<file path="src/hw/csr_pkg.sv">
package csr_pkg;

    typedef logic [31:0] xlen_t;      // One data word
    typedef logic [31:1] pc_t;        // Instruction address, bit 0 implied zero
    typedef logic [11:0] csr_addr_t;  // Architectural CSR address
    typedef logic [7:0]  csr_idx_t;   // Compact index, low byte of the address
    typedef logic [4:0]  reg_idx_t;   // Register file index
    typedef logic [3:0]  cause_t;     // mcause code field
    typedef logic [1:0]  csr_op_t;    // Low bits of funct3

    localparam logic [6:0] OPCODE_SYSTEM = 7'b1110011;
    localparam xlen_t      INSTR_EBREAK  = 32'h0010_0073;
    localparam xlen_t      INSTR_MRET    = 32'h3020_0073;

    localparam csr_op_t CSR_OP_NONE = 2'b00;  // Not a CSR access
    localparam csr_op_t CSR_OP_RW   = 2'b01;
    localparam csr_op_t CSR_OP_RS   = 2'b10;
    localparam csr_op_t CSR_OP_RC   = 2'b11;

    localparam csr_addr_t CSR_ADDR_MSTATUS    = 12'h300;
    localparam csr_addr_t CSR_ADDR_MISA       = 12'h301;
    localparam csr_addr_t CSR_ADDR_MIE        = 12'h304;
    localparam csr_addr_t CSR_ADDR_MTVEC      = 12'h305;
    localparam csr_addr_t CSR_ADDR_MCOUNTEREN = 12'h306;
    localparam csr_addr_t CSR_ADDR_MSTATUSH   = 12'h310;
    localparam csr_addr_t CSR_ADDR_MSCRATCH   = 12'h340;
    localparam csr_addr_t CSR_ADDR_MEPC       = 12'h341;
    localparam csr_addr_t CSR_ADDR_MCAUSE     = 12'h342;
    localparam csr_addr_t CSR_ADDR_MTVAL      = 12'h343;
    localparam csr_addr_t CSR_ADDR_MIP        = 12'h344;

    localparam csr_idx_t CSR_IDX_MSTATUS    = 8'h00;
    localparam csr_idx_t CSR_IDX_MISA       = 8'h01;
    localparam csr_idx_t CSR_IDX_MIE        = 8'h04;
    localparam csr_idx_t CSR_IDX_MTVEC      = 8'h05;
    localparam csr_idx_t CSR_IDX_MCOUNTEREN = 8'h06;
    localparam csr_idx_t CSR_IDX_MSTATUSH   = 8'h10;
    localparam csr_idx_t CSR_IDX_MSCRATCH   = 8'h40;
    localparam csr_idx_t CSR_IDX_MEPC       = 8'h41;
    localparam csr_idx_t CSR_IDX_MCAUSE     = 8'h42;
    localparam csr_idx_t CSR_IDX_MTVAL      = 8'h43;
    localparam csr_idx_t CSR_IDX_MIP        = 8'h44;

    localparam cause_t CAUSE_ILLEGAL    = 4'd2;
    localparam cause_t CAUSE_BREAKPOINT = 4'd3;
    localparam cause_t CAUSE_M_TIMER    = 4'd7;
    localparam cause_t CAUSE_M_EXT      = 4'd11;

    localparam int MSTATUS_MIE_BIT  = 3;
    localparam int MSTATUS_MPIE_BIT = 7;
    localparam int MIE_MSIE_BIT     = 3;   // Same positions in mip
    localparam int MIE_MTIE_BIT     = 7;
    localparam int MIE_MEIE_BIT     = 11;

    localparam logic [1:0] MTVEC_MODE_VECTORED = 2'b01;

    typedef struct packed {
        logic     valid;
        pc_t      pc;
        reg_idx_t rd;
        csr_idx_t idx;
        xlen_t    data;     // rs1 value or zero-extended immediate
        logic     write;
        logic     set;
        logic     clear;
        logic     is_csr;
        logic     illegal;
        logic     ebreak;
        logic     mret;
    } csr_req_t;

    typedef struct packed {
        logic     valid;
        reg_idx_t rd;
        logic     rd_write;
        xlen_t    old_data;
        logic     trap;
        logic     mret;
        pc_t      trap_pc;
        pc_t      ret_pc;
    } csr_exec_t;

    // Write, set or clear one CSR image; no operation keeps the old value
    function automatic xlen_t csr_apply(
        xlen_t old_val,
        xlen_t data,
        logic  wr,
        logic  st,
        logic  cl
    );
        xlen_t result;
        result = old_val;
        if (wr)
            result = data;
        else if (st)
            result = old_val | data;
        else if (cl)
            result = old_val & ~data;
        return result;
    endfunction

endpackage
</file>
<file path="src/hw/csr_unit.sv">
`timescale 1ns/1ps

module csr_unit import csr_pkg::*;
#(
    parameter bit EXT_C      = 1'b1,
    parameter bit EXT_M      = 1'b1,
    parameter bit EXT_ZICNTR = 1'b1
)
(
    input  logic     i_clk,
    input  logic     i_reset_n,
    input  logic     i_valid,
    input  xlen_t    i_instr,
    input  pc_t      i_pc,
    input  xlen_t    i_rs1_data,
    input  logic     i_int_timer,
    input  logic     i_int_ext,
    output logic     o_wb_valid,
    output reg_idx_t o_wb_rd,
    output xlen_t    o_wb_data,
    output logic     o_redirect,
    output pc_t      o_redirect_pc
);

    csr_req_t  req;       // Registered decode output
    csr_exec_t exec;      // Combinational execute outcome

    csr_decode u_decode
    (
        .i_clk      (i_clk),
        .i_reset_n  (i_reset_n),
        .i_valid    (i_valid),
        .i_instr    (i_instr),
        .i_pc       (i_pc),
        .i_rs1_data (i_rs1_data),
        .o_req      (req)
    );

    csr_machine
    #(
        .EXT_C      (EXT_C),
        .EXT_M      (EXT_M),
        .EXT_ZICNTR (EXT_ZICNTR)
    )
    u_machine
    (
        .i_clk       (i_clk),
        .i_reset_n   (i_reset_n),
        .i_req       (req),
        .i_int_timer (i_int_timer),
        .i_int_ext   (i_int_ext),
        .o_exec      (exec)
    );

    csr_result u_result
    (
        .i_clk         (i_clk),
        .i_reset_n     (i_reset_n),
        .i_exec        (exec),
        .o_wb_valid    (o_wb_valid),
        .o_wb_rd       (o_wb_rd),
        .o_wb_data     (o_wb_data),
        .o_redirect    (o_redirect),
        .o_redirect_pc (o_redirect_pc)
    );

endmodule

</file>
<file path="src/hw/csr_result.sv">
`timescale 1ns/1ps

module csr_result import csr_pkg::*;
(
    input  logic      i_clk,
    input  logic      i_reset_n,
    input  csr_exec_t i_exec,
    output logic      o_wb_valid,
    output reg_idx_t  o_wb_rd,
    output xlen_t     o_wb_data,
    output logic      o_redirect,
    output pc_t       o_redirect_pc
);

    logic wb_take;
    logic redirect_take;
    pc_t  redirect_target;

    // x0 writes are dropped here, the CSR side effect still happened
    assign wb_take       = i_exec.valid & i_exec.rd_write & (i_exec.rd != '0);
    assign redirect_take = i_exec.valid & (i_exec.trap | i_exec.mret);

    always_comb
    begin
        if (i_exec.trap)
            redirect_target = i_exec.trap_pc;
        else
            redirect_target = i_exec.ret_pc;   // mret back to mepc
    end

    always_ff @(posedge i_clk)
    begin
        if (!i_reset_n)
        begin
            o_wb_valid <= 1'b0;
            o_redirect <= 1'b0;
        end
        else
        begin
            o_wb_valid <= wb_take;
            o_redirect <= redirect_take;
        end
    end

    always_ff @(posedge i_clk)
    begin
        o_wb_rd       <= i_exec.rd;
        o_wb_data     <= i_exec.old_data;
        o_redirect_pc <= redirect_target;
    end

endmodule

</file>
<file path="src/hw/csr_machine.sv">
`timescale 1ns/1ps

module csr_machine import csr_pkg::*;
#(
    parameter bit EXT_C      = 1'b1,
    parameter bit EXT_M      = 1'b1,
    parameter bit EXT_ZICNTR = 1'b1
)
(
    input  logic      i_clk,
    input  logic      i_reset_n,
    input  csr_req_t  i_req,
    input  logic      i_int_timer,
    input  logic      i_int_ext,
    output csr_exec_t o_exec
);

    logic   mstatus_mie;
    logic   mstatus_mpie;
    logic   mie_meie;
    logic   mie_mtie;
    logic   mie_msie;
    pc_t    mepc_q;
    logic   mcause_int_q;
    cause_t mcause_code_q;

    logic   irq_ext;
    logic   irq_timer;
    logic   take_int;
    logic   take_exc;
    logic   take_trap;
    logic   take_mret;
    logic   op_en;
    cause_t trap_code;

    logic   sel_mstatus;
    logic   sel_mie;
    logic   sel_mtvec;
    logic   sel_mcounteren;
    logic   sel_mscratch;
    logic   sel_mepc;
    logic   sel_mcause;
    logic   sel_mtval;

    xlen_t  mstatus_data;
    xlen_t  misa_data;
    xlen_t  mie_data;
    xlen_t  mip_data;
    xlen_t  mepc_data;
    xlen_t  mcause_data;
    xlen_t  mtvec_data;
    xlen_t  mscratch_data;
    xlen_t  mtval_data;
    xlen_t  mcounteren_data;
    xlen_t  mstatus_new;
    xlen_t  mie_new;
    xlen_t  mepc_new;
    xlen_t  mcause_new;
    xlen_t  read_data;
    xlen_t  vec_base;
    xlen_t  vec_target;

    // Interrupts take precedence over whatever the request holds
    assign irq_ext   = i_int_ext & mie_meie;
    assign irq_timer = i_int_timer & mie_mtie;
    assign take_int  = i_req.valid & mstatus_mie & (irq_ext | irq_timer);
    assign take_exc  = i_req.valid & ~take_int & (i_req.illegal | i_req.ebreak);
    assign take_trap = take_int | take_exc;
    assign take_mret = i_req.valid & i_req.mret & ~take_int;
    assign op_en     = i_req.valid & i_req.is_csr & ~take_trap;   // Trap drops the op

    always_comb
    begin
        if (take_int)
            trap_code = irq_ext ? CAUSE_M_EXT : CAUSE_M_TIMER;   // External wins
        else if (i_req.illegal)
            trap_code = CAUSE_ILLEGAL;
        else
            trap_code = CAUSE_BREAKPOINT;
    end

    assign sel_mstatus    = op_en && (i_req.idx == CSR_IDX_MSTATUS);
    assign sel_mie        = op_en && (i_req.idx == CSR_IDX_MIE);
    assign sel_mtvec      = op_en && (i_req.idx == CSR_IDX_MTVEC);
    assign sel_mcounteren = op_en && (i_req.idx == CSR_IDX_MCOUNTEREN);
    assign sel_mscratch   = op_en && (i_req.idx == CSR_IDX_MSCRATCH);
    assign sel_mepc       = op_en && (i_req.idx == CSR_IDX_MEPC);
    assign sel_mcause     = op_en && (i_req.idx == CSR_IDX_MCAUSE);
    assign sel_mtval      = op_en && (i_req.idx == CSR_IDX_MTVAL);

    always_comb
    begin
        mstatus_data = '0;
        mstatus_data[MSTATUS_MIE_BIT]  = mstatus_mie;
        mstatus_data[MSTATUS_MPIE_BIT] = mstatus_mpie;
        mie_data = '0;
        mie_data[MIE_MSIE_BIT] = mie_msie;
        mie_data[MIE_MTIE_BIT] = mie_mtie;
        mie_data[MIE_MEIE_BIT] = mie_meie;
        mip_data = '0;                         // No software interrupt pending bit
        mip_data[MIE_MTIE_BIT] = i_int_timer;
        mip_data[MIE_MEIE_BIT] = i_int_ext;
    end

    // MXL 32, then M, I and C
    assign misa_data   = {2'b01, 4'b0, 13'b0, EXT_M, 3'b0, 1'b1, 5'b0, EXT_C, 2'b0};
    assign mepc_data   = {mepc_q, 1'b0};
    assign mcause_data = {mcause_int_q, 27'b0, mcause_code_q};

    assign mstatus_new = csr_apply(mstatus_data, i_req.data, i_req.write, i_req.set, i_req.clear);
    assign mie_new     = csr_apply(mie_data, i_req.data, i_req.write, i_req.set, i_req.clear);
    assign mepc_new    = csr_apply(mepc_data, i_req.data, i_req.write, i_req.set, i_req.clear);
    assign mcause_new  = csr_apply(mcause_data, i_req.data, i_req.write, i_req.set, i_req.clear);

    always_ff @(posedge i_clk)
    begin
        if (!i_reset_n)
        begin
            mstatus_mie  <= 1'b0;
            mstatus_mpie <= 1'b0;
        end
        else if (take_trap)
        begin
            mstatus_mpie <= mstatus_mie;
            mstatus_mie  <= 1'b0;
        end
        else if (take_mret)
        begin
            mstatus_mie  <= mstatus_mpie;
            mstatus_mpie <= 1'b1;
        end
        else if (sel_mstatus)
        begin
            mstatus_mie  <= mstatus_new[MSTATUS_MIE_BIT];
            mstatus_mpie <= mstatus_new[MSTATUS_MPIE_BIT];
        end
    end

    always_ff @(posedge i_clk)
    begin
        if (!i_reset_n)
        begin
            mie_meie <= 1'b0;
            mie_mtie <= 1'b0;
            mie_msie <= 1'b0;
        end
        else if (sel_mie)
        begin
            mie_meie <= mie_new[MIE_MEIE_BIT];
            mie_mtie <= mie_new[MIE_MTIE_BIT];
            mie_msie <= mie_new[MIE_MSIE_BIT];
        end
    end

    always_ff @(posedge i_clk)
    begin
        if (!i_reset_n)
        begin
            mepc_q        <= '0;
            mcause_int_q  <= 1'b0;
            mcause_code_q <= '0;
        end
        else if (take_trap)
        begin
            mepc_q        <= i_req.pc;
            mcause_int_q  <= take_int;
            mcause_code_q <= trap_code;
        end
        else
        begin
            if (sel_mepc)
                mepc_q <= mepc_new[31:1];
            if (sel_mcause)
            begin
                mcause_int_q  <= mcause_new[31];
                mcause_code_q <= mcause_new[3:0];
            end
        end
    end

    csr_reg #(.WIDTH(32)) u_mtvec
    (
        .i_clk     (i_clk),
        .i_reset_n (i_reset_n),
        .i_sel     (sel_mtvec),
        .i_data    (i_req.data),
        .i_write   (i_req.write),
        .i_set     (i_req.set),
        .i_clear   (i_req.clear),
        .o_data    (mtvec_data)
    );

    csr_reg #(.WIDTH(32)) u_mscratch
    (
        .i_clk     (i_clk),
        .i_reset_n (i_reset_n),
        .i_sel     (sel_mscratch),
        .i_data    (i_req.data),
        .i_write   (i_req.write),
        .i_set     (i_req.set),
        .i_clear   (i_req.clear),
        .o_data    (mscratch_data)
    );

    csr_reg #(.WIDTH(32)) u_mtval
    (
        .i_clk     (i_clk),
        .i_reset_n (i_reset_n),
        .i_sel     (sel_mtval),
        .i_data    (i_req.data),
        .i_write   (i_req.write),
        .i_set     (i_req.set),
        .i_clear   (i_req.clear),
        .o_data    (mtval_data)
    );

    generate
        if (EXT_ZICNTR)
        begin : g_mcounteren
            // CY, TM and IR enables only
            csr_reg #(.WIDTH(3)) u_mcounteren
            (
                .i_clk     (i_clk),
                .i_reset_n (i_reset_n),
                .i_sel     (sel_mcounteren),
                .i_data    (i_req.data),
                .i_write   (i_req.write),
                .i_set     (i_req.set),
                .i_clear   (i_req.clear),
                .o_data    (mcounteren_data)
            );
        end
        else
        begin : g_no_mcounteren
            assign mcounteren_data = '0;
        end
    endgenerate

    always_comb
    begin
        case (i_req.idx)
            CSR_IDX_MSTATUS:    read_data = mstatus_data;
            CSR_IDX_MISA:       read_data = misa_data;
            CSR_IDX_MIE:        read_data = mie_data;
            CSR_IDX_MTVEC:      read_data = mtvec_data;
            CSR_IDX_MCOUNTEREN: read_data = mcounteren_data;
            CSR_IDX_MSTATUSH:   read_data = '0;      // Little endian, nothing stored
            CSR_IDX_MSCRATCH:   read_data = mscratch_data;
            CSR_IDX_MEPC:       read_data = mepc_data;
            CSR_IDX_MCAUSE:     read_data = mcause_data;
            CSR_IDX_MTVAL:      read_data = mtval_data;
            CSR_IDX_MIP:        read_data = mip_data;
            default:            read_data = '0;
        endcase
    end

    // Vectored mode offsets interrupts only, exceptions use the base
    assign vec_base   = {mtvec_data[31:2], 2'b00};
    assign vec_target = (take_int && (mtvec_data[1:0] == MTVEC_MODE_VECTORED)) ?
                        vec_base + {26'b0, trap_code, 2'b00} : vec_base;

    always_comb
    begin
        o_exec.valid    = i_req.valid;
        o_exec.rd       = i_req.rd;
        o_exec.rd_write = op_en;
        o_exec.old_data = read_data;
        o_exec.trap     = take_trap;
        o_exec.mret     = take_mret;
        o_exec.trap_pc  = vec_target[31:1];
        o_exec.ret_pc   = mepc_q;
    end

endmodule

</file>
<file path="src/hw/csr_decode.sv">
`timescale 1ns/1ps

module csr_decode import csr_pkg::*;
(
    input  logic     i_clk,
    input  logic     i_reset_n,
    input  logic     i_valid,
    input  xlen_t    i_instr,
    input  pc_t      i_pc,
    input  xlen_t    i_rs1_data,
    output csr_req_t o_req
);

    logic [6:0] opcode;
    logic [2:0] funct3;
    reg_idx_t   rd;
    reg_idx_t   rs1;
    csr_addr_t  addr;
    csr_op_t    op;
    logic       is_csr;
    logic       rs1_nz;
    logic       known;
    csr_idx_t   idx;
    csr_req_t   req_d;

    assign opcode = i_instr[6:0];
    assign rd     = i_instr[11:7];
    assign funct3 = i_instr[14:12];
    assign rs1    = i_instr[19:15];      // Also the uimm field
    assign addr   = i_instr[31:20];
    assign op     = funct3[1:0];
    assign rs1_nz = (rs1 != '0);
    assign idx    = addr[7:0];           // Low byte is the compact index

    // funct3 000 and 100 are not CSR accesses
    assign is_csr = (opcode == OPCODE_SYSTEM) && (op != CSR_OP_NONE);

    always_comb
    begin
        case (addr)
            CSR_ADDR_MSTATUS,
            CSR_ADDR_MISA,
            CSR_ADDR_MIE,
            CSR_ADDR_MTVEC,
            CSR_ADDR_MCOUNTEREN,
            CSR_ADDR_MSTATUSH,
            CSR_ADDR_MSCRATCH,
            CSR_ADDR_MEPC,
            CSR_ADDR_MCAUSE,
            CSR_ADDR_MTVAL,
            CSR_ADDR_MIP:        known = 1'b1;
            default:             known = 1'b0;
        endcase
    end

    always_comb
    begin
        req_d.valid   = i_valid;
        req_d.pc      = i_pc;
        req_d.rd      = rd;
        req_d.idx     = idx;
        req_d.data    = funct3[2] ? xlen_t'(rs1) : i_rs1_data;  // Immediate forms
        req_d.write   = is_csr && (op == CSR_OP_RW);
        req_d.set     = is_csr && (op == CSR_OP_RS) && rs1_nz;
        req_d.clear   = is_csr && (op == CSR_OP_RC) && rs1_nz;
        req_d.is_csr  = is_csr;
        req_d.illegal = is_csr && !known;
        req_d.ebreak  = (i_instr == INSTR_EBREAK);
        req_d.mret    = (i_instr == INSTR_MRET);
    end

    always_ff @(posedge i_clk)
    begin
        o_req <= req_d;
        if (!i_reset_n)
            o_req.valid <= 1'b0;
    end

endmodule

</file>
<file path="src/hw/csr_reg.sv">
`timescale 1ns/1ps

module csr_reg import csr_pkg::*;
#(
    parameter int WIDTH = 32
)
(
    input  logic  i_clk,
    input  logic  i_reset_n,
    input  logic  i_sel,
    input  xlen_t i_data,
    input  logic  i_write,
    input  logic  i_set,
    input  logic  i_clear,
    output xlen_t o_data
);

    logic [WIDTH-1:0] value_q;
    xlen_t            value_next;

    assign value_next = csr_apply(xlen_t'(value_q), i_data, i_write, i_set, i_clear);

    always_ff @(posedge i_clk)
    begin
        if (!i_reset_n)
            value_q <= '0;
        else if (i_sel)
            value_q <= value_next[WIDTH-1:0];   // Upper bits are not stored
    end

    assign o_data = xlen_t'(value_q);

endmodule

</file>
<file path="config.mk">
export PLATFORM = sky130hd
export DESIGN_NAME = csr_unit
export DESIGN_NICKNAME = d
export VERILOG_FILES = /design/src/hw/csr_pkg.sv /design/src/hw/csr_unit.sv /design/src/hw/csr_result.sv /design/src/hw/csr_machine.sv /design/src/hw/csr_decode.sv /design/src/hw/csr_reg.sv
export SDC_FILE = /design/constraint.sdc
export NUM_CORES = 1
export LEC_CHECK = 0
export ABC_AREA = 1
export BUFFER_PORTS_ARGS = -buffer_cell sky130_fd_sc_hd__buf_2
export CAP_MARGIN = 10
export CORE_MARGIN = 3
export CORE_UTILIZATION = 45
export DETAILED_ROUTE_END_ITERATION = 6
export HOLD_SLACK_MARGIN = 0.08
export PLACE_DENSITY_LB_ADDON = 0.15
export SYNTH_ARGS = -nofsm -noshare
export SYNTH_HDL_FRONTEND = slang
export SYNTH_SLANG_ARGS = --single-unit
</file>
<file path="constraint.sdc">
create_clock -name i_clk -period 2.33 [get_ports i_clk]
set_input_delay 0.233 -clock i_clk [delete_from_list [all_inputs] [get_ports i_clk]]
set_output_delay 0.233 -clock i_clk [all_outputs]
set_load 0.02 [all_outputs]
</file>
Word-level counts from Yosys, hierarchy flattened
Index checks and enable logic that the tools add are counted.

Register bits after elaboration: 294. Word-level logic and storage cells: 178.

Add/sub/neg operators: 1. Equal/unequal tests: 27. Mux-type cells: 43. Bitwise gates (word level): 37. Reduce and logical (&&, ||, !) cells: 40.

Operators with widths (count): 2-to-1 mux 32 bit (16); case mux 32 bit (10 select lines) (1); bitwise AND 32 bit (5); bitwise OR 32 bit (5); == test 12 x 10 -> 1 bit (second input constant) (11); 2-to-1 mux 31 bit (3); == test 8 x 7 -> 1 bit (second input constant) (5); 2-to-1 mux 12 bit (3); adder 32 x 6 -> 32 bit (1); == test 32 x 21 -> 1 bit (second input constant) (1); == test 32 x 30 -> 1 bit (second input constant) (1); inverter 32 bit (1); == test 8 x 3 -> 1 bit (second input constant) (3); 2-to-1 mux 8 bit (3); AND reduction 2 bit (9); logical AND 1 bit (16); 2-to-1 mux 4 bit (4); nonzero test 5 bit (3); bitwise AND 1 bit (13); bitwise AND 12 bit (1); bitwise OR 12 bit (1); OR reduction 11 bit (1); 2-to-1 mux 1 bit (9); 2-to-1 mux 3 bit (3); 17 further kinds (29).

Logic depth before layout (Yosys ltp)
Gate-level depths: netlist (run 1).

Depth in word-level cells: 13. Mapped depth: 17.

Modules after synthesis
A second synthesis (run 1) with hierarchy kept.

Cells, all modules: 2238. Area total of the unflattened synthesis: 14742.9 um^2.

Modules (own cells, without submodules): csr_machine (instances 1, cells an instance 1048, area an instance 5396.4 um^2, seq. area each 820.8 um^2); csr_reg at u_machine.u_mscratch ... (instances 3, cells an instance 247, area an instance 1594.0 um^2, seq. area each 640.6 um^2); csr_decode (instances 1, cells an instance 209, area an instance 2247.2 um^2, seq. area each 1681.6 um^2); csr_result (instances 1, cells an instance 182, area an instance 1926.8 um^2, seq. area each 1401.3 um^2); csr_reg at u_machine.g_mcounteren.u_mcounteren (instances 1, cells an instance 58, area an instance 390.4 um^2, seq. area each 60.1 um^2).

Least setup slack after synthesis (run 1)
Ideal clock, no wire load.

Path type: register to register. Start point: register u_decode.o_req[83] in the netlist's numbering. End point: register u_result.o_redirect_pc[23]. Arrival: 1982 ps. Required time: 2216 ps. Slack: 234 ps. Stages on the path, launching flop included: 18. Clock period less this slack: 2096 ps. Cell sequence: dfxtp_1 nand2_1 inv_2 nand2_4 nand2_1 ha_1 inv_1 ha_1 inv_1 nand2_1 nand2_1 nand3_1 nor2_4 nand2_1 nor2_1 nand3_1 nand3_1 nand2_1.

Longest elaborated chain between the ends: 7. Elaborated cells on any way between the ends: 11.

Ends and longest elaborated chain: from (decl) (line csr_decode.sv:11) `output csr_req_t o_req`; from (signal assigned) (line csr_decode.sv:74) `o_req <= req_d;`; branches (longest 6 deep; another with adder 32 x 6 -> 32 bit); 2-to-1 mux 31 bit * (line csr_result.sv:25) `if (i_exec.trap)`; via u_result.redirect_target[23] (line csr_result.sv:17) `pc_t redirect_target;`; to (signal assigned) (line csr_result.sv:49) `o_redirect_pc <= redirect_target;`; to (decl) (line csr_result.sv:12) `output pc_t o_redirect_pc`.

Mark *: on every way through the listed nets, which the timed path passes. A chain may end at the register's enable or synchronous reset.

==> results.sh, run 1 <==
export IMPL_worst_slack_ps=131
export IMPL_grt_antenna_before_repair=1
export IMPL_layout_common_cells="nand2_1, dfxtp_1, nor2_1"
export IMPL_grt_pass1_wl_mm=67.7
export IMPL_avgRoutedWirePerCell_um=18.9
export IMPL_critPathMaxFanout=2
export IMPL_finalHoldViolCount=0
export IMPL_fp_dieH_um=171
export IMPL_numCtsBuffers=34
export IMPL_first_pass_iters=7
export IMPL_min_period_ps=2200
export IMPL_period_share_pct=94.4
export IMPL_drc=0
export IMPL_yosys_register_bits=294
export IMPL_arrival_ps=2650
export IMPL_drt_first_iter_violations=1225
export IMPL_die_x_um=171
export IMPL_cp_end_kind="flip-flop"
export IMPL_hp_class="in2reg"
export IMPL_ys_warn_count=0
export IMPL_cp_required_ps=2780
export IMPL_htreeDepth=2
export IMPL_fin_cells=2316
export IMPL_slew_viol_final=0
export IMPL_path_clk_slew_ps=60
export IMPL_grt_max_degree=66
export IMPL_grt_total_usage_pct=29.6
export IMPL_utilization_pct=59.5
export IMPL_syn_area_mm2=0.0122
export IMPL_status="finished, final reports clean"
export IMPL_tns_ps=0
export IMPL_p_per_area_mw_per_mm2=696
export IMPL_vias_per_cell=5.48
export IMPL_max_freq_ghz=0.455
export IMPL_grt_pass1_vias=12073
export IMPL_numPortBuffers=169
export IMPL_dp_cells=2158
export IMPL_synth_distinct_cells=38
export IMPL_syn_nets=1789
export IMPL_cts_buffer_depth=3
export IMPL_ctsRootBufferMaster="clkbuf_16"
export IMPL_syn_avg_cell_area_um2=7.24
export IMPL_grt_overflow_total=0
export IMPL_place_hpwl_mm=29.8
export IMPL_io_pins=170
export IMPL_area_growth_pct=28.5
export IMPL_vdd_ir_drop_max_uv=612
export IMPL_fin_skew_ps=22.2
export IMPL_drv_cap=0
export IMPL_initial_utilization_pct=46.3
export IMPL_worst_slew_pin_slew_ps=639
export IMPL_antenna_left=0
export IMPL_clk_latency_ps=520
export IMPL_num_antenna_cells=0
export IMPL_yosysSeqAreaShare_pct=48.3
export IMPL_drive_above_1_share_pct=16.1
export IMPL_vias=12696
export IMPL_dp_slack_ps=62.0
export IMPL_crit_type="in2reg"
export IMPL_core_area_mm2=0.0264
export IMPL_final_common_cell="nand2_1"
export IMPL_setup_viol=0
export IMPL_cts_sinks=294
export IMPL_p_leak_nw=6.95
export IMPL_startpoint_type="primary input"
export IMPL_cts_tree="done"
export IMPL_final_net_count=2061
export IMPL_fp_dieArea_mm2=0.0291
export IMPL_max_slew_margin_pct=57.1
export IMPL_gp_congestion=0.944
export IMPL_fp_row_count=59
export IMPL_synthCells=1685
export IMPL_drt_total_wl_mm=43.8
==> worst max-delay path: stages <==
cell and delay (ps):
dlygate4sd3_1 550, buf_2 150, nor4_4 290, dlygate4sd3_1 620, o211ai_1 130, nor2_1 130
dlygate4sd3_1 550
==> path summary, 6_finish.rpt <==
check / slack [ps] / to / startpoint / cells past startpoint
setup reg to reg: 170 / u_result.o_redirect_pc[26]$_DFF_P_ / flip-flop / 15
hold reg to reg: 350 / u_result.o_wb_rd[1]$_DFF_P_ / u_decode.o_req[48]$_DFF_P_ / 0
setup / recovery: 130 / u_decode.o_req[5]$_DFF_P_ / i_instr[3] / 7
hold / removal: 100 / u_decode.o_req[15]$_SDFF_PP0_ / i_instr[14] / 2
==> metrics by stage <==
stage,hold slack [ps],power [mW],instance area (um^2)
floorplan,261,5.40,12200
global placement,335,5.58,13500
detailed placement,337,5.59,13500
CTS,82.2,10.9,15600
global route,101,11.2,15700
finish,96.6,10.9,15700
==> layer usage <==
metal	share of wire [%]	track usage, %
met5	0.025	0
met2	42	44.0
met1	43	42.4
met3	12	7.60
met4	3.0	9.21
==> what timing repair did <==
action                                  CTS  global route
endpoints found under the setup margin    0            19
gates resized for setup                   0            13
hold buffers                             97             0
buffers inserted                          0             1
hold endpoints to repair                 88             0
==> cells by family after synthesis <==
| logic type | Yosys count | synth area share [%] |
|---|---|---|
| buffers and inverters | 265 | 8.67 |
| adder cells (fa/ha/maj) | 4 | 0.410 |
| flip-flops | 294 | 48.3 |
| XOR/XNOR | 4 | 0.287 |
| AO/OA/AOI/OAI | 376 | 16.7 |
| AND/OR/NAND/NOR | 742 | 25.7 |
==> cells in the mapped netlist <==
library cell  instances  share of area, %
nand2_1             390                12
dfxtp_1             294                48
nor2_1              181               5.6
inv_1               176               5.4
a21oi_1             157               6.4
o21ai_0             145               5.9
nand3_1              99               4.1
clkbuf_1             36               1.1
nand4_1              33               1.7
buf_2                32               1.3
o2111ai_1            24               1.7
o21ai_1              22              0.90
o211ai_1             17               1.0
nor3_1                9              0.37
inv_2                 8              0.25
buf_1                 6              0.18
nand2_2               5              0.26
nor2_2                5              0.26
buf_4                 4              0.25
ha_1                  4              0.41
nor2_4                4              0.37
o21bai_1              4              0.25
o22ai_1               4              0.21
nand2_4               3              0.28
nand3_2               3              0.25
nor4_1                3              0.15
xor2_1                3              0.22
clkinv_1              2             0.062
nor3_2                2              0.16
or2_2                 2              0.10
a211oi_1              1             0.062
a22oi_1               1             0.062
and2_1                1             0.051
and3_1                1             0.051
buf_6                 1             0.092
nand3b_1              1             0.062
o21a_1                1             0.062
xnor2_1               1             0.072
==> cell type report <==
type | instances | area [um^2]
Clock inverter | 18 | 158
Multi-Input combinational cell | 1126 | 5320
Sequential cell | 294 | 5890
Inverter | 186 | 699
Clock buffer | 42 | 952
Fill cell | 2389 | 10700
Timing Repair Buffer | 315 | 2240
Tap cell | 335 | 419
==> where the power goes <==
part,internal [mW],leakage [nW],total (mW),switching [mW]
logic,0.219,4.00,0.455,0.236
registers,5.11,2.40,5.17,0.0633
clock network,3.14,0.552,5.27,2.14
Power figures use the tool's default switching activity.
==> inputs of run 2 (changes only) <==
Settings changed: PLACE_DENSITY from default to 0.65, PLACE_DENSITY_LB_ADDON 0.15 to default.
==> results.sh, run 2 (synthesized netlist as in run 1, its figures left out) <==
export IMPL_avgRoutedWirePerCell_um=19.0
export IMPL_period_share_pct=93.7
export IMPL_worst_slack_ps=147
export IMPL_grt_antenna_before_repair=0
export IMPL_r2r_end="u_result.o_redirect_pc[23]$_DFF_P_"
export IMPL_hp_class="in2reg"
export IMPL_grt_overflow_total=0
export IMPL_area_growth_pct=28.0
export IMPL_final_common_cell="nand2_1"
export IMPL_final_net_count=2056
export IMPL_ctsRootBufferMaster="clkbuf_16"
export IMPL_grt_pass1_vias=11971
export IMPL_stdcell_area_mm2=0.0156
export IMPL_drt_total_wl_mm=43.9
export IMPL_antenna_left=0
export IMPL_cp_end_kind="flip-flop"
export IMPL_placed_area_mm2=0.0135
export IMPL_gp_congestion=0.966
export IMPL_dp_slack_ps=-24.2
export IMPL_post_cts_buffers=0
export IMPL_drive_above_1_share_pct=15.7
export IMPL_initial_utilization_pct=46.3
export IMPL_cp_required_ps=2830
export IMPL_layout_common_cells="nand2_1, dfxtp_1, nor2_1"
export IMPL_slew_viol_final=0
export IMPL_first_pass_iters=6
export IMPL_regToRegSetupSlack_ps=210
export IMPL_max_freq_ghz=0.458
export IMPL_fp_row_count=59
export IMPL_vias_per_cell=5.43
export IMPL_grt_total_usage_pct=29.4
export IMPL_fp_dieArea_mm2=0.0291
export IMPL_cpMostUsedCell="dlygate4sd3_1"
export IMPL_crit_type="in2reg"
export IMPL_crit_path_cell_trace="dlygate4sd3_1, buf_2, nor4_1, dlygate4sd3_1, o21ai_0, nor3_1, dlygate4sd3_1"
export IMPL_setup_viol=0
export IMPL_drv_cap=0
export IMPL_num_antenna_cells=0
export IMPL_crit_end="u_decode.o_req[6]$_DFF_P_"
export IMPL_io_pins=170
export IMPL_vias=12540
export IMPL_grt_pass1_wl_mm=67.3
export IMPL_clk_latency_ps=560
export IMPL_arrival_ps=2680
export IMPL_drt_first_iter_violations=1403
export IMPL_finalHoldViolCount=0
export IMPL_crit_start="i_instr[2]"
export IMPL_fin_skew_ps=10.7
export IMPL_path_clk_slew_ps=60
export IMPL_status="finished, final reports clean"
export IMPL_startpoint_type="primary input"
export IMPL_rr_worst_depth=17
export IMPL_numPortBuffers=169
export IMPL_worst_slew_pin_slew_ps=629
export IMPL_cp_slowest_cell="dlygate4sd3_1"
export IMPL_p_leak_nw=6.91
export IMPL_crit_path_max_incr_delay_ps=640
export IMPL_cts_tree="done"
export IMPL_critPathMaxFanout=3
export IMPL_cts_buffer_depth=3
export IMPL_cts_sinks=294
export IMPL_numCtsBuffers=31
export IMPL_fp_dieH_um=171
export IMPL_max_slew_margin_pct=57.9
export IMPL_grt_max_degree=55
export IMPL_place_hpwl_mm=29.0
export IMPL_die_x_um=171
export IMPL_vdd_ir_drop_max_uv=573
export IMPL_htreeDepth=1
export IMPL_core_area_mm2=0.0264
export IMPL_p_per_area_mw_per_mm2=687
export IMPL_drc=0
export IMPL_min_period_ps=2180
## run 2: stage by stage
| step | utilization, % | hold slack (ps) | power [mW] | cells | setup TNS (ps) |
|---|---|---|---|---|---|
| finish | 59.2 | 131 | 10.7 | 2311 | 0 |
| global route | 59.2 | 159 | 11.0 | 2311 | -30.2 |
| CTS | 59.1 | 96.1 | 10.7 | 2311 | 0 |
| detailed placement | 51.4 | 337 | 5.58 | 2157 | -40.2 |
| global placement | 51.4 | 335 | 5.58 | 2157 | 0 |
| floorplan | - | 261 | 5.40 | 1685 | 0 |
## run 2: worst min path at each step
stage | startpoint | endpoint | slack, ps | depth (start not counted)
after floorplan | i_instr[20] | u_decode.o_req[39]$_DFF_P_ | 260 | 0
after global placement | i_pc[28] | u_decode.o_req[80]$_DFF_P_ | 340 | 1
after detailed placement | i_pc[19] | u_decode.o_req[71]$_DFF_P_ | 340 | 1
after CTS | i_instr[30] | u_decode.o_req[0]$_DFF_P_ | 100 | 6
after global routing | i_instr[30] | u_decode.o_req[0]$_DFF_P_ | 160 | 6
final | i_instr[30] | u_decode.o_req[0]$_DFF_P_ | 130 | 6
## run 2: final cells by class
cell class / count / area [um^2]
Multi-Input combinational cell: 1126 / 5300
Sequential cell: 294 / 5890
Inverter: 186 / 699
Clock inverter: 14 / 176
Fill cell: 2416 / 10700
Timing Repair Buffer: 313 / 2240
Clock buffer: 43 / 881
Tap cell: 335 / 419
## run 2: what timing repair did
item,in CTS,in global routing
endpoints found under the hold margin,92,0
hold buffers,97,0
gates resized for setup,1,11
setup endpoints to repair,2,18
pin swaps,0,2
## run 2: per-layer routing
| metal | wire length (um) | share of wire, % | track usage [%] |
|---|---|---|---|
| met3 | 5610 | 13 | 8.13 |
| met2 | 18100 | 41 | 43.1 |
| met5 | 0 | 0 | 0 |
| met1 | 19200 | 44 | 42.3 |
| met4 | 1070 | 2.4 | 8.47 |
## run 2: critical path, delay by kind of cell
| family | cells | cell delay (ps) |
|---|---|---|
| and+or+nand+nor | 2 | 420 |
| buffers and inverters | 4 | 1860 |
| AOI/OAI and AO/OA | 1 | 160 |
## run 2: power breakdown
group	total, mW	internal (mW)	switching (mW)
logic	0.448	0.214	0.234
clock network	5.11	3.07	2.04
registers	5.17	5.11	0.0611
==> inputs of run 3 (changes only) <==
Settings changed: ABC_AREA 1 to default.
==> results.sh, run 3 <==
export IMPL_status="finished with violations"
export IMPL_violations="design-rule violations"
export IMPL_tns_ps=0
export IMPL_ys_warn_count=0
export IMPL_grt_pass1_wl_mm=61.3
export IMPL_fin_skew_ps=11.6
export IMPL_max_slew_margin_pct=46.7
export IMPL_crit_path_cell_trace="a22oi_2, o21ai_1, ha_2, inv_1, ha_2, nand2b_4, a21oi_4, nand4_1, or3_1, a31oi_1"
export IMPL_num_antenna_cells=0
export IMPL_fin_hold_ws_ps=100
export IMPL_crit_buf_inv=1
export IMPL_power_internal_mw=8.28
export IMPL_fp_dieArea_mm2=0.0281
export IMPL_fp_row_count=58
export IMPL_utilization_pct=60.1
export IMPL_cts_sinks=294
export IMPL_netlist_top_cells_area="dfxtp_1, o21ai_0, o311ai_0"
export IMPL_vias_per_cell=5.93
export IMPL_drc=2
export IMPL_regToRegSetupSlack_ps=120
export IMPL_stdcell_area_mm2=0.0153
export IMPL_cp_slowest_cell="or3_1"
export IMPL_layout_common_cells="dfxtp_1, o21ai_0, buf_2"
export IMPL_cts_tree="done"
export IMPL_grt_overflow_total=0
export IMPL_r2r_end="u_result.o_redirect_pc[29]$_DFF_P_"
export IMPL_finalHoldViolCount=0
export IMPL_crit_type="reg2reg"
export IMPL_dp_cells=1755
export IMPL_numPortBuffers=169
export IMPL_hp_class="in2reg"
export IMPL_gp_congestion=0.917
export IMPL_p_per_area_mw_per_mm2=695
export IMPL_io_pins=170
export IMPL_vias=11317
export IMPL_drt_first_iter_violations=1190
export IMPL_fin_cells=1907
export IMPL_cts_buffer_depth=3
export IMPL_dp_slack_ps=-50.4
export IMPL_switching_power_mw=2.33
export IMPL_cp_end_kind="flip-flop"
export IMPL_synth_edf_count=0
export IMPL_p_leak_nw=5.81
export IMPL_area_growth_pct=29.9
export IMPL_yosysMostFrequentCell="dfxtp_1"
export IMPL_grt_max_degree=65
export IMPL_critPathMaxFanout=6
export IMPL_syn_avg_cell_area_um2=9.13
export IMPL_final_common_cell="dfxtp_1"
export IMPL_switching_share_pct=22.0
export IMPL_final_net_count=1659
export IMPL_cp_depth=10
export IMPL_place_hpwl_mm=24.8
export IMPL_synthCells=1287
export IMPL_synthTopCellsByCount="dfxtp_1, o21ai_0, nand2_1"
export IMPL_grt_antenna_before_repair=1
export IMPL_setup_viol=0
export IMPL_crit_path_max_incr_delay_ps=420
export IMPL_synthFlopType="dfxtp_1"
export IMPL_pwr_share_seq_pct=49.0
export IMPL_startpoint_type="flip-flop"
export IMPL_core_area_mm2=0.0254
export IMPL_critical_path_top_delay_family="simple AND/OR/NAND/NOR gates"
export IMPL_max_freq_ghz=0.453
export IMPL_power_frac_clock_pct=45.7
export IMPL_min_period_ps=2210
export IMPL_worst_slack_ps=125
export IMPL_yosysSeqAreaShare_pct=50.1
export IMPL_die_x_um=168
export IMPL_total_power_mw=10.6
export IMPL_htreeDepth=1
export IMPL_yosysTopAreaCellShare_pct=50.1
export IMPL_yosys_register_bits=294
export IMPL_period_share_pct=94.7
export IMPL_drv_cap=0
export IMPL_avgRoutedWirePerCell_um=20.3
export IMPL_synthArstFlopShare_pct=0
export IMPL_syn_nets=1391
export IMPL_cpMostUsedCell="ha_2"
export IMPL_path_clk_slew_ps=60
export IMPL_rr_worst_depth=10
export IMPL_drive_above_1_share_pct=22.3
export IMPL_ctsRootBufferMaster="clkbuf_16"
export IMPL_combPwrFrac_pct=5.2
export IMPL_fp_dieH_um=168
export IMPL_placed_area_mm2=0.0132
export IMPL_grt_total_usage_pct=26.7
export IMPL_numCtsBuffers=30
export IMPL_slew_viol_final=0
export IMPL_first_pass_iters=7
export IMPL_vdd_ir_drop_max_uv=591
export IMPL_grt_pass1_vias=11173
export IMPL_crit_end="u_result.o_redirect_pc[29]$_DFF_P_"
export IMPL_synth_distinct_cells=60
export IMPL_synth_top_area_cell="dfxtp_1"
export IMPL_arrival_ps=2680
export IMPL_clk_latency_ps=550
export IMPL_syn_area_mm2=0.0118
export IMPL_drt_total_wl_mm=38.7
export IMPL_antenna_left=0
export IMPL_cp_required_ps=2800
export IMPL_initial_utilization_pct=46.3
export IMPL_worst_slew_pin_slew_ps=800
run 3: power groups by stage:
stage	logic [mW]	clock network, mW	registers, mW
2_1_floorplan	0.209	0	5.29
3_3_place_gp	0.421	0	5.31
3_5_place_dp	0.423	0	5.31
4_1_cts	0.544	4.92	5.20
5_1_grt	0.604	5.14	5.21
6_report	0.555	4.85	5.20
run 3: cells by family after synthesis:
kind of cell             synth area share (%)
adder cells (fa/ha/maj)                 0.426
flip-flops                               50.1
AO/OA/AOI/OAI                            24.7
multiplexers                             4.69
XOR/XNOR                                 1.27
buffers and inverters                    3.73
AND/OR/NAND/NOR                          15.1
run 3: routing by layer:
layer / global-route usage, % / vias up / routed length, um
li1: - / 5330 / -
met1: 36.4 / 5395 / 17000
met5: 0 / - / 13
met4: 8.25 / 2 / 958
met3: 4.51 / 80 / 2890
met2: 43.7 / 510 / 17900
run 3: final cells by class:
class | count | area (um^2)
clock inverter | 10 | 105
tap | 330 | 413
sequential | 294 | 5890
inverter | 10 | 37.5
clock buffer | 44 | 905
multi-input combinational | 883 | 5490
timing repair buffer | 336 | 2430
fill | 2199 | 10100
run 3: worst register-to-register path, cell delays in order, from the launching register on:
cell and delay [ps]:
dfxtp_4 360, a22oi_2 80, o21ai_1 150, ha_2 190, inv_1 50, ha_2 180, nand2b_4 150, a21oi_4 140
nand4_1 250, or3_1 420, a31oi_1 170
run 3: how the worst min path moves through the flow:
stage / from / end / slack [ps] / depth (start not counted)
final: i_instr[14] / u_decode.o_req[38]$_SDFF_PP0_ / 100 / 2
after global routing: i_instr[14] / u_decode.o_req[38]$_SDFF_PP0_ / 100 / 2
after CTS: i_instr[14] / u_decode.o_req[38]$_SDFF_PP0_ / 90 / 2
after detailed placement: u_decode.o_req[50]$_DFF_P_ / u_result.o_wb_rd[3]$_DFF_P_ / 330 / 0
after global placement: u_decode.o_req[50]$_DFF_P_ / u_result.o_wb_rd[3]$_DFF_P_ / 330 / 0
after floorplan: i_instr[20] / u_decode.o_req[39]$_DFF_P_ / 260 / 0
run 3: repair_timing:
action / 4_1_cts / 5_1_grt
setup endpoints to repair: 3 / 42
cloned: 0 / 0
pin swaps: 0 / 7
gates resized for setup: 0 / 9
endpoints found under the hold margin: 84 / 0
hold buffers: 93 / 0
buffers inserted: 1 / 4
